### src/include/mmu_bus.svh
// one enable per byte lane of a 32-bit data bus, and all enables low marks a read
`ifndef mmu_bus_svh
`define mmu_bus_svh

`define mmu_ben_w 4             // byte lanes per word
`define mmu_no_write 4'b0000    // no lane written, so a read

`endif

### src/rtl/mips_addr_pkg.sv
// MIPS32 address map with 512 MB kernel segments, Config0 K0 at bits 2:0, and credits sized for one memory
`default_nettype none

package mips_addr_pkg;

    localparam int unsigned addr_w = 32;    // address and data width

    // segment code sits in vaddr[31:29]
    localparam int unsigned seg_lsb = 29;
    localparam logic [2:0] seg_kseg0 = 3'b100;    // unmapped, cacheability from config
    localparam logic [2:0] seg_kseg1 = 3'b101;    // unmapped, never cached
    localparam logic [2:0] seg_kseg2 = 3'b110;    // kernel mapped
    localparam logic [2:0] seg_kseg3 = 3'b111;    // kernel mapped
    // any other code is kuseg

    // cp0 bit positions
    localparam int unsigned erl_bit = 2;    // status.erl
    localparam int unsigned k0_lsb = 0;     // config.k0, 3-bit field
    localparam logic [2:0] cca_cached = 3'd3;    // cacheable noncoherent

    // memory bus flow control
    localparam int unsigned mem_credits = 4;    // granted at reset
    localparam int unsigned credit_w = $clog2(mem_credits + 1);

    // bus access FSM encoding
    localparam logic [1:0] st_idle = 2'd0;
    localparam logic [1:0] st_issue = 2'd1;    // waiting for a credit or sending
    localparam logic [1:0] st_wait_read = 2'd2;
    localparam logic [1:0] st_done = 2'd3;     // posted write completes here

endpackage

`default_nettype wire

### src/rtl/tlb_pkg.sv
// one 4 KB page per entry with no ASID, no global bit and no even/odd pair
`default_nettype none

package tlb_pkg;

    localparam int unsigned tlb_entries = 8;
    localparam int unsigned tlb_idx_w = $clog2(tlb_entries);

    localparam int unsigned page_w = 12;    // page offset bits
    localparam int unsigned vpn_w = 20;     // also the pfn width

    // EntryHi as written by software
    typedef struct packed {
        logic [vpn_w-1:0]  vpn;
        logic [page_w-1:0] rsvd;    // asid field not implemented
    } tlb_entryhi_t;

    // EntryLo, single page
    typedef struct packed {
        logic [vpn_w-1:0] pfn;
        logic [7:0]       rsvd_hi;
        logic             c;        // cached
        logic             d;        // dirty, writes allowed
        logic             v;        // valid
        logic             rsvd_lo;  // global bit not implemented
    } tlb_entrylo_t;

    // the same write word, read as EntryHi or EntryLo
    typedef union packed {
        tlb_entryhi_t hi;
        tlb_entrylo_t lo;
    } tlb_word_u;

endpackage

`default_nettype wire

### src/rtl/bus_access_fsm.sv
// one access at a time, the CPU must hold en, wen, wdata and the mapping while stall is high
`default_nettype none
`timescale 1ns/1ps
`include "mmu_bus.svh"

module bus_access_fsm
    import mips_addr_pkg::*;
(
    input  logic                  clk,
    input  logic                  rst_n,
    input  logic                  en,
    input  logic                  map_valid,
    input  logic [addr_w-1:0]     map_paddr,
    input  logic                  map_cached,
    input  logic                  exc_any,
    input  logic [`mmu_ben_w-1:0] wen,
    input  logic [addr_w-1:0]     wdata,
    input  logic                  avail,
    input  logic                  bus_rvalid,
    input  logic [addr_w-1:0]     bus_rdata,
    output logic                  take,
    output logic                  bus_req,
    output logic [`mmu_ben_w-1:0] bus_wen,
    output logic [addr_w-1:0]     bus_paddr,
    output logic [addr_w-1:0]     bus_wdata,
    output logic                  bus_cached,
    output logic [addr_w-1:0]     rdata,
    output logic                  stall
);

    logic [1:0]        state;
    logic [addr_w-1:0] rdata_q;
    logic              accept;
    logic              is_read;
    logic              rd_done;

    assign accept  = en && map_valid && !exc_any;
    assign is_read = bus_wen == `mmu_no_write;
    assign rd_done = (state == st_wait_read) && bus_rvalid;
    assign take    = bus_req;    // one credit per request cycle

    always_ff @(posedge clk) begin
        if (!rst_n) begin
            state   <= st_idle;
            bus_req <= 1'b0;
        end else begin
            case (state)
                st_idle: begin
                    if (accept) begin
                        state   <= st_issue;
                        bus_req <= avail;    // no credit yet, retry in issue
                    end
                end
                st_issue: begin
                    if (bus_req) begin
                        bus_req <= 1'b0;
                        state   <= is_read ? st_wait_read : st_done;
                    end else begin
                        bus_req <= avail;
                    end
                end
                st_wait_read: begin
                    if (bus_rvalid) begin
                        state <= st_idle;
                    end
                end
                default: state <= st_idle;    // done, old access still on the inputs
            endcase
        end
    end

    // request payload captured once per access
    always_ff @(posedge clk) begin
        if (state == st_idle && accept) begin
            bus_wen    <= wen;
            bus_paddr  <= map_paddr;
            bus_wdata  <= wdata;
            bus_cached <= map_cached;
        end
    end

    always_ff @(posedge clk) begin
        if (rd_done) begin
            rdata_q <= bus_rdata;
        end
    end

    assign rdata = rd_done ? bus_rdata : rdata_q;

    always_comb begin
        case (state)
            st_idle:      stall = en && !exc_any;    // exceptions finish at once
            st_issue:     stall = 1'b1;
            st_wait_read: stall = !bus_rvalid;
            st_done:      stall = 1'b0;
            default:      stall = 1'b0;
        endcase
    end

endmodule

`default_nettype wire

### src/rtl/credit_counter.sv
// take must only be high while avail is high, and returns never exceed the credits granted at reset
`default_nettype none
`timescale 1ns/1ps

module credit_counter
    import mips_addr_pkg::*;
(
    input  logic clk,
    input  logic rst_n,
    input  logic take,
    input  logic give,
    output logic avail
);

    logic [credit_w-1:0] count;

    always_ff @(posedge clk) begin
        if (!rst_n) begin
            count <= credit_w'(mem_credits);
        end else begin
            case ({take, give})
                2'b10:   count <= count - 1'b1;
                2'b01:   count <= count + 1'b1;
                default: count <= count;    // both or neither cancel out
            endcase
        end
    end

    assign avail = count != '0;

endmodule

`default_nettype wire

### src/rtl/mmu_addr_map.sv
// combinational, with exceptions and mapped results valid only while tlb_rdy is high and inputs held
`default_nettype none
`timescale 1ns/1ps
`include "mmu_bus.svh"

module mmu_addr_map
    import mips_addr_pkg::*;
(
    input  logic                  en,
    input  logic [`mmu_ben_w-1:0] wen,
    input  logic [addr_w-1:0]     vaddr,
    input  logic [addr_w-1:0]     cp0_status,
    input  logic [addr_w-1:0]     cp0_config,
    input  logic                  tlb_rdy,
    input  logic [addr_w-1:0]     tlb_paddr,
    input  logic                  tlb_cached,
    input  logic                  tlb_miss,
    input  logic                  tlb_invalid,
    input  logic                  tlb_nodirty,
    output logic                  tlb_en,
    output logic [addr_w-1:0]     tlb_vaddr,
    output logic                  tlb_store,
    output logic                  map_valid,
    output logic [addr_w-1:0]     map_paddr,
    output logic                  map_cached,
    output logic                  exc_tlbr,
    output logic                  exc_tlbi,
    output logic                  exc_tlbm
);

    logic [2:0]        seg;
    logic              seg_mapped;
    logic              use_tlb;
    logic              tlb_fault;
    logic [addr_w-1:0] direct_paddr;

    assign seg          = vaddr[addr_w-1:seg_lsb];
    assign direct_paddr = {3'b000, vaddr[seg_lsb-1:0]};    // strip segment bits
    assign use_tlb      = seg_mapped && !cp0_status[erl_bit];    // erl bypasses the tlb
    assign tlb_fault    = tlb_miss || tlb_invalid || tlb_nodirty;

    always_comb begin
        case (seg)
            seg_kseg0, seg_kseg1: seg_mapped = 1'b0;
            seg_kseg2, seg_kseg3: seg_mapped = 1'b1;    // kernel mapped
            default:              seg_mapped = 1'b1;    // kuseg
        endcase
    end

    // lookup request, held as long as the cpu holds the access
    assign tlb_en    = en && use_tlb;
    assign tlb_vaddr = vaddr;
    assign tlb_store = wen != `mmu_no_write;

    always_comb begin
        map_valid  = 1'b0;
        map_paddr  = direct_paddr;
        map_cached = 1'b0;
        exc_tlbr   = 1'b0;
        exc_tlbi   = 1'b0;
        exc_tlbm   = 1'b0;
        if (en) begin
            if (use_tlb) begin
                map_paddr  = tlb_paddr;
                map_cached = tlb_cached;
                map_valid  = tlb_rdy && !tlb_fault;
                exc_tlbr   = tlb_rdy && tlb_miss;
                exc_tlbi   = tlb_rdy && tlb_invalid;
                exc_tlbm   = tlb_rdy && tlb_nodirty;
            end else begin
                map_valid = 1'b1;
                // kseg1 and erl accesses stay uncached
                map_cached = (seg == seg_kseg0)
                             && (cp0_config[k0_lsb +: 3] == cca_cached);
            end
        end
    end

endmodule

`default_nettype wire

### src/rtl/mmu_top.sv
// exceptions complete without touching the bus, and only one access is tracked at a time
`default_nettype none
`timescale 1ns/1ps
`include "mmu_bus.svh"

module mmu_top
    import mips_addr_pkg::*, tlb_pkg::*;
(
    input  logic                  clk,
    input  logic                  rst_n,
    input  logic                  en,
    input  logic [`mmu_ben_w-1:0] wen,
    input  logic [addr_w-1:0]     vaddr,
    input  logic [addr_w-1:0]     wdata,
    output logic [addr_w-1:0]     rdata,
    output logic                  stall,
    output logic                  exc_tlbr,
    output logic                  exc_tlbi,
    output logic                  exc_tlbm,
    input  logic [addr_w-1:0]     cp0_status,
    input  logic [addr_w-1:0]     cp0_config,
    input  logic                  tlb_we,
    input  logic [tlb_idx_w-1:0]  tlb_index,
    input  logic                  tlb_wsel,
    input  tlb_word_u             tlb_wdata,
    output logic                  bus_req,
    output logic                  bus_wen_dummy_unused_never,
    output logic [`mmu_ben_w-1:0] bus_wen,
    output logic [addr_w-1:0]     bus_paddr,
    output logic [addr_w-1:0]     bus_wdata,
    output logic                  bus_cached,
    input  logic                  bus_credit,
    input  logic                  bus_rvalid,
    input  logic [addr_w-1:0]     bus_rdata
);

    logic              tlb_en;
    logic [addr_w-1:0] tlb_vaddr;
    logic              tlb_store;
    logic              tlb_rdy;
    logic [addr_w-1:0] tlb_paddr;
    logic              tlb_cached;
    logic              tlb_miss;
    logic              tlb_invalid;
    logic              tlb_nodirty;
    logic              map_valid;
    logic [addr_w-1:0] map_paddr;
    logic              map_cached;
    logic              exc_any;
    logic              avail;
    logic              take;

    assign exc_any = exc_tlbr || exc_tlbi || exc_tlbm;
    assign bus_wen_dummy_unused_never = 1'b0;

    mmu_addr_map u_addr_map (
        .en(en), .wen(wen), .vaddr(vaddr),
        .cp0_status(cp0_status), .cp0_config(cp0_config),
        .tlb_rdy(tlb_rdy), .tlb_paddr(tlb_paddr), .tlb_cached(tlb_cached),
        .tlb_miss(tlb_miss), .tlb_invalid(tlb_invalid), .tlb_nodirty(tlb_nodirty),
        .tlb_en(tlb_en), .tlb_vaddr(tlb_vaddr), .tlb_store(tlb_store),
        .map_valid(map_valid), .map_paddr(map_paddr), .map_cached(map_cached),
        .exc_tlbr(exc_tlbr), .exc_tlbi(exc_tlbi), .exc_tlbm(exc_tlbm)
    );

    tlb u_tlb (
        .clk(clk), .rst_n(rst_n),
        .lookup_en(tlb_en), .lookup_vaddr(tlb_vaddr), .lookup_store(tlb_store),
        .tlb_we(tlb_we), .tlb_index(tlb_index), .tlb_wsel(tlb_wsel), .tlb_wdata(tlb_wdata),
        .rdy(tlb_rdy), .paddr(tlb_paddr), .cached(tlb_cached),
        .miss(tlb_miss), .invalid(tlb_invalid), .nodirty(tlb_nodirty)
    );

    credit_counter u_credits (
        .clk(clk), .rst_n(rst_n), .take(take), .give(bus_credit), .avail(avail)
    );

    bus_access_fsm u_bus_fsm (
        .clk(clk), .rst_n(rst_n), .en(en),
        .map_valid(map_valid), .map_paddr(map_paddr), .map_cached(map_cached),
        .exc_any(exc_any), .wen(wen), .wdata(wdata), .avail(avail),
        .bus_rvalid(bus_rvalid), .bus_rdata(bus_rdata),
        .take(take), .bus_req(bus_req), .bus_wen(bus_wen), .bus_paddr(bus_paddr),
        .bus_wdata(bus_wdata), .bus_cached(bus_cached), .rdata(rdata), .stall(stall)
    );

endmodule

`default_nettype wire

### src/rtl/tlb.sv
// eight fully associative 4 KB entries, lowest index wins on a multiple match, result lags vaddr by one cycle
`default_nettype none
`timescale 1ns/1ps

module tlb
    import mips_addr_pkg::*, tlb_pkg::*;
(
    input  logic                 clk,
    input  logic                 rst_n,
    input  logic                 lookup_en,
    input  logic [addr_w-1:0]    lookup_vaddr,
    input  logic                 lookup_store,
    input  logic                 tlb_we,
    input  logic [tlb_idx_w-1:0] tlb_index,
    input  logic                 tlb_wsel,
    input  tlb_word_u            tlb_wdata,
    output logic                 rdy,
    output logic [addr_w-1:0]    paddr,
    output logic                 cached,
    output logic                 miss,
    output logic                 invalid,
    output logic                 nodirty
);

    tlb_entryhi_t ehi [tlb_entries];
    tlb_entrylo_t elo [tlb_entries];

    logic [tlb_entries-1:0] hit_vec;
    logic                   hit_any;
    tlb_entrylo_t           hit_lo;

    logic                   res_valid;
    logic [addr_w-1:0]      res_vaddr;
    logic                   res_hit;
    tlb_entrylo_t           res_lo;

    // all entries start invalid
    always_ff @(posedge clk) begin
        if (!rst_n) begin
            for (int i = 0; i < tlb_entries; i++) begin
                ehi[i] <= '0;
                elo[i] <= '0;
            end
        end else if (tlb_we) begin
            if (tlb_wsel) begin
                elo[tlb_index] <= tlb_wdata.lo;
            end else begin
                ehi[tlb_index] <= tlb_wdata.hi;
            end
        end
    end

    always_comb begin
        for (int i = 0; i < tlb_entries; i++) begin
            hit_vec[i] = ehi[i].vpn == lookup_vaddr[addr_w-1 -: vpn_w];
        end
    end

    always_comb begin
        hit_lo = '0;
        for (int i = tlb_entries - 1; i >= 0; i--) begin
            if (hit_vec[i]) begin
                hit_lo = elo[i];    // lower index overrides
            end
        end
    end

    assign hit_any = |hit_vec;

    // a write invalidates the held result
    always_ff @(posedge clk) begin
        if (!rst_n) begin
            res_valid <= 1'b0;
        end else begin
            res_valid <= lookup_en && !tlb_we;
        end
    end

    always_ff @(posedge clk) begin
        if (lookup_en) begin
            res_vaddr <= lookup_vaddr;
            res_hit   <= hit_any;
            res_lo    <= hit_lo;
        end
    end

    assign rdy     = res_valid && lookup_en && (res_vaddr == lookup_vaddr);
    assign paddr   = {res_lo.pfn, res_vaddr[page_w-1:0]};
    assign cached  = res_lo.c;
    assign miss    = !res_hit;
    assign invalid = res_hit && !res_lo.v;
    assign nodirty = res_hit && res_lo.v && !res_lo.d && lookup_store;    // store to clean page

endmodule

`default_nettype wire

### config.mk
export PLATFORM = sky130hd
export DESIGN_NAME = mmu_top
export DESIGN_NICKNAME = d
export VERILOG_FILES = /design/src/rtl/mips_addr_pkg.sv /design/src/rtl/tlb_pkg.sv /design/src/rtl/bus_access_fsm.sv /design/src/rtl/credit_counter.sv /design/src/rtl/mmu_addr_map.sv /design/src/rtl/mmu_top.sv /design/src/rtl/tlb.sv
export VERILOG_INCLUDE_DIRS = /design/src /design/src/include
export SDC_FILE = /design/constraint.sdc
export NUM_CORES = 1
export LEC_CHECK = 0
export ABC_AREA = 1
export BUFFER_PORTS_ARGS = -buffer_cell sky130_fd_sc_hd__buf_4
export CAP_MARGIN = 20
export CORE_ASPECT_RATIO = 0.6
export CORE_MARGIN = 2
export CORE_UTILIZATION = 38
export DETAILED_ROUTE_END_ITERATION = 6
export MAX_ROUTING_LAYER = met4
export PLACE_DENSITY = 0.56
export SETUP_SLACK_MARGIN = 0.5
export SYNTH_ARGS = -nofsm -noshare
export SYNTH_HDL_FRONTEND = slang
export SYNTH_SLANG_ARGS = --single-unit
### constraint.sdc
create_clock -name clk -period 2.7 [get_ports clk]
set_input_delay 0.135 -clock clk [delete_from_list [all_inputs] [get_ports clk]]
set_output_delay 0.135 -clock clk [all_outputs]
set_load 0.01 [all_outputs]
==> results by group <==
Status
  • Outcome: completed

STA
  • Max Clock Skew: 18.0 ps
  • Setup TNS: 0 ps
  • Hold slack: 15.9 ps
  • Post-route setup slack: 255 ps
  • Period utilization: 90.6%
  • Final min period: 2450 ps
  • Pins Over Slew Limit: 0
  • Slew margin rel.: 28.5%
  • Fmax achieved: 409 MHz
  • Unrepaired setup endpoints after global routing: true
  • Final number of setup-violating endpoints: 0
  • Measured slew at the worst slew-check pin: 1070 ps
  • Hold Violations, Final: 0

Min path
  • Hold Path Class: input port to flip-flop

Critical path
  • CP Data Required Time: 2570 ps
  • Buffers & Inverters on Critical Path: 1
  • CP Data Arrival Time: 2310 ps
  • CP endpoint kind: primary output
  • CP peak stage delay: 380 ps
  • Crit path max-delay family: simple AND/OR/NAND/NOR gates
  • CP Cell Sequence: nand2_1, o21ai_0, nor2_1, nand4_1, nor2_4, nand2_4, nor3_4, nor2_1, nand3_1, nand3_1, buf_4
  • Crit Path Category: flip-flop to primary output
  • Worst path slowest cell: edfxtp_1
  • Crit path max fanout: 3
  • Worst Setup Start Kind: flip-flop

Global routing
  • GR Overflow Total: 0
  • Largest net degree at the start of global routing: 100
  • Initial antenna violation count: 0
  • First-pass GRT wire length: 105000 um
  • Number of global-route vias before repair: 16300
  • Overall routing resource usage: 23.6%

Clock tree
  • # clock sinks: 508
  • Clock root cell: clkbuf_16
  • Worst-skew pair later-pin latency: 610 ps
  • CTS tree: yes
  • Clock tree buffer depth: 3
  • CTS H-tree depth: 2
  • Clock transition at path regs: 70 ps
  • Cts bufs inserted: 50

Power and ir drop
  • VDD IR max: 412 uV
  • Leak Pwr: 12.3 nW
  • PD cells: 611 nW/um^2
  • Total power: 18.5 mW

Floorplanning
  • Cell Rows: 69
  • Initial Utilization: 38.7%
  • I/O Pins: 313
  • Die H: 195 um
  • Die Width: 322 um
  • Core area: 59700 sq um
  • Die area: 62800 sq um

Route
  • DRC viols: 0
  • DR pass1 iterations: 5
  • ANT nets after route: 0
  • Final WL: 74600 um
  • Via count: 17700
  • DR iter-0 viols: 1920
  • Vias per inst: 5.04
  • WL per Instance: 21.2 um

Finish
  • # diodes: 0
  • Nets: 2869
  • Fillcell total: 5279
  • Leading cell type in the layout, fill and taps excluded: nor2_1
  • Share of layout cells above drive strength 1: 25.5%
  • Final instance area: 30300 sq um
  • Commonest non-fill, non-tap cells in the layout: 513 x nor2_1, 469 x edfxtp_1, 407 x nand2_1, 315 x buf_4, 122 x inv_1
  • Layout area overhead: 31.1%

Place
  • Final HPWL DP: 45800 um
  • Buffers on Ports: 242
  • Routability cong.: 0.892
  • Cell Area, Placed: 25900 sq um
  • Place WS: 226 ps

Synthesis
  • Synth warn: 0
  • Mean Syn Cell Area: 10.2 sq um
  • Synth area leaders: edfxtp_1 61%, nor2_1 8.8%, nand2_1 8.3%
  • #FFs+latches synth: 508
  • Post-synth EDFFs: 469
  • Yosys top cell by area: edfxtp_1
  • Post-synth ARST share: 0%
  • Sequential area share after synthesis: 64.4%
  • Synth Cell Area: 23100 sq um
  • Net Count, Synth: 2467
  • Primary FF master, synth: edfxtp_1
  • Library cells used by synthesis: 47
  • Post-synthesis cell count: 2259
  • Synth top area share: 61.0%

Flow run
  • Max-capacitance violation count: 0
-- final cells by class --
class / instances / area, sq um / area share (%)
Tap cell: 816 / 1020 / 3.37
Timing Repair Buffer: 468 / 4350 / 14.4
Clock inverter: 33 / 203 / 0.670
Multi-Input combinational cell: 1484 / 7940 / 26.2
Clock buffer: 56 / 1290 / 4.28
Sequential cell: 508 / 14900 / 49.1
Inverter: 149 / 583 / 1.93
-- worst min-delay path: stages --
cell	delay (ps)
buf_4	80
inv_1	160
nor2_1	140
-- cell usage after synthesis (13+ instances only) --
cell,n
nor3_1,28
dfxtp_1,39
nand3_1,32
o21a_1,21
inv_2,17
xor2_1,39
o21ai_0,40
or2_1,17
mux2_2,32
nor2_1,544
buf_6,13
xnor2_1,57
nand2_1,512
a21oi_1,52
edfxtp_1,469
clkbuf_1,67
buf_4,22
buf_2,17
nand4_1,53
inv_1,124
-- sequential cells by signal, indices dropped and copies added (netlist names) --
| register | flops |
|---|---|
| u_tlb.cached | 1 |
| u_tlb.res_vaddr | 32 |
| u_bus_fsm.bus_req | 1 |
| u_tlb.res_lo | 2 |
| u_bus_fsm.bus_paddr | 32 |
| u_bus_fsm.rdata_q | 32 |
| u_bus_fsm.state | 2 |
| u_tlb.elo | 184 |
| u_tlb.res_valid | 1 |
| u_bus_fsm.bus_cached | 1 |
| u_credits.count | 3 |
| u_tlb.ehi | 160 |
| u_bus_fsm.bus_wdata | 32 |
| u_bus_fsm.bus_wen | 4 |
| u_tlb.res_hit | 1 |
| u_tlb.paddr | 20 |
-- worst paths after layout --
kind | start | to | slack [ps] | cells past startpoint
min | tlb_wdata[1] | u_tlb.elo[5][1] | 20 | 3
max reg2reg | u_tlb.res_vaddr[15] | u_bus_fsm.bus_paddr[29] | 430 | 11
max | u_tlb.res_vaddr[15] | stall | 250 | 11
min reg2reg | u_bus_fsm.rdata_q[10] | u_bus_fsm.rdata_q[10] | 480 | 1
-- per-stage QoR --
step / util, % / cells
after floorplan: - / 2259
after global placement: 43.4 / 3264
after detailed placement: 43.4 / 3264
after CTS: 48.6 / 3481
after global routing: 50.7 / 3514
final: 50.7 / 3514
-- routing by layer --
layer	GRT usage [%]	vias up	wire length, um
met4	4.85	0	1200
li1	-	8237	-
met3	5.70	85	8310
met2	31.9	811	30500
met1	35.5	8581	34600
met5	-	-	0
-- kinds of logic (layout without fill, tap and decap cells) --
group	count (synthesis)	count (layout)	synth area share, %
compound gates	127	127	3.11
xor+xnor	96	96	3.64
mux	32	32	1.56
fa+ha+maj	2	2	0.141
flops	508	508	64.4
other cells	1	1	0.0162
simple gates	1223	1226	21.8
buf+inv	270	706	5.32
-- power breakdown --
| part | switching [mW] | internal [mW] | leakage, nW |
|---|---|---|---|
| Combinational | 1.32 | 1.04 | 6.76 |
| Sequential | 0.218 | 9.22 | 4.82 |
| Clock | 3.15 | 3.55 | 0.726 |
| Total | 4.69 | 13.8 | 12.3 |
-- what timing repair did --
item                                    in CTS  in global routing
pin swaps                                   30                130
endpoints found under the setup margin     126                106
hold endpoints to repair                   119                  0
hold buffers                               110                  0
setup buffers                                9                 17
resized for setup                           71                200
gates cloned                                 9                 16
Power figures use the tool's default switching activity.
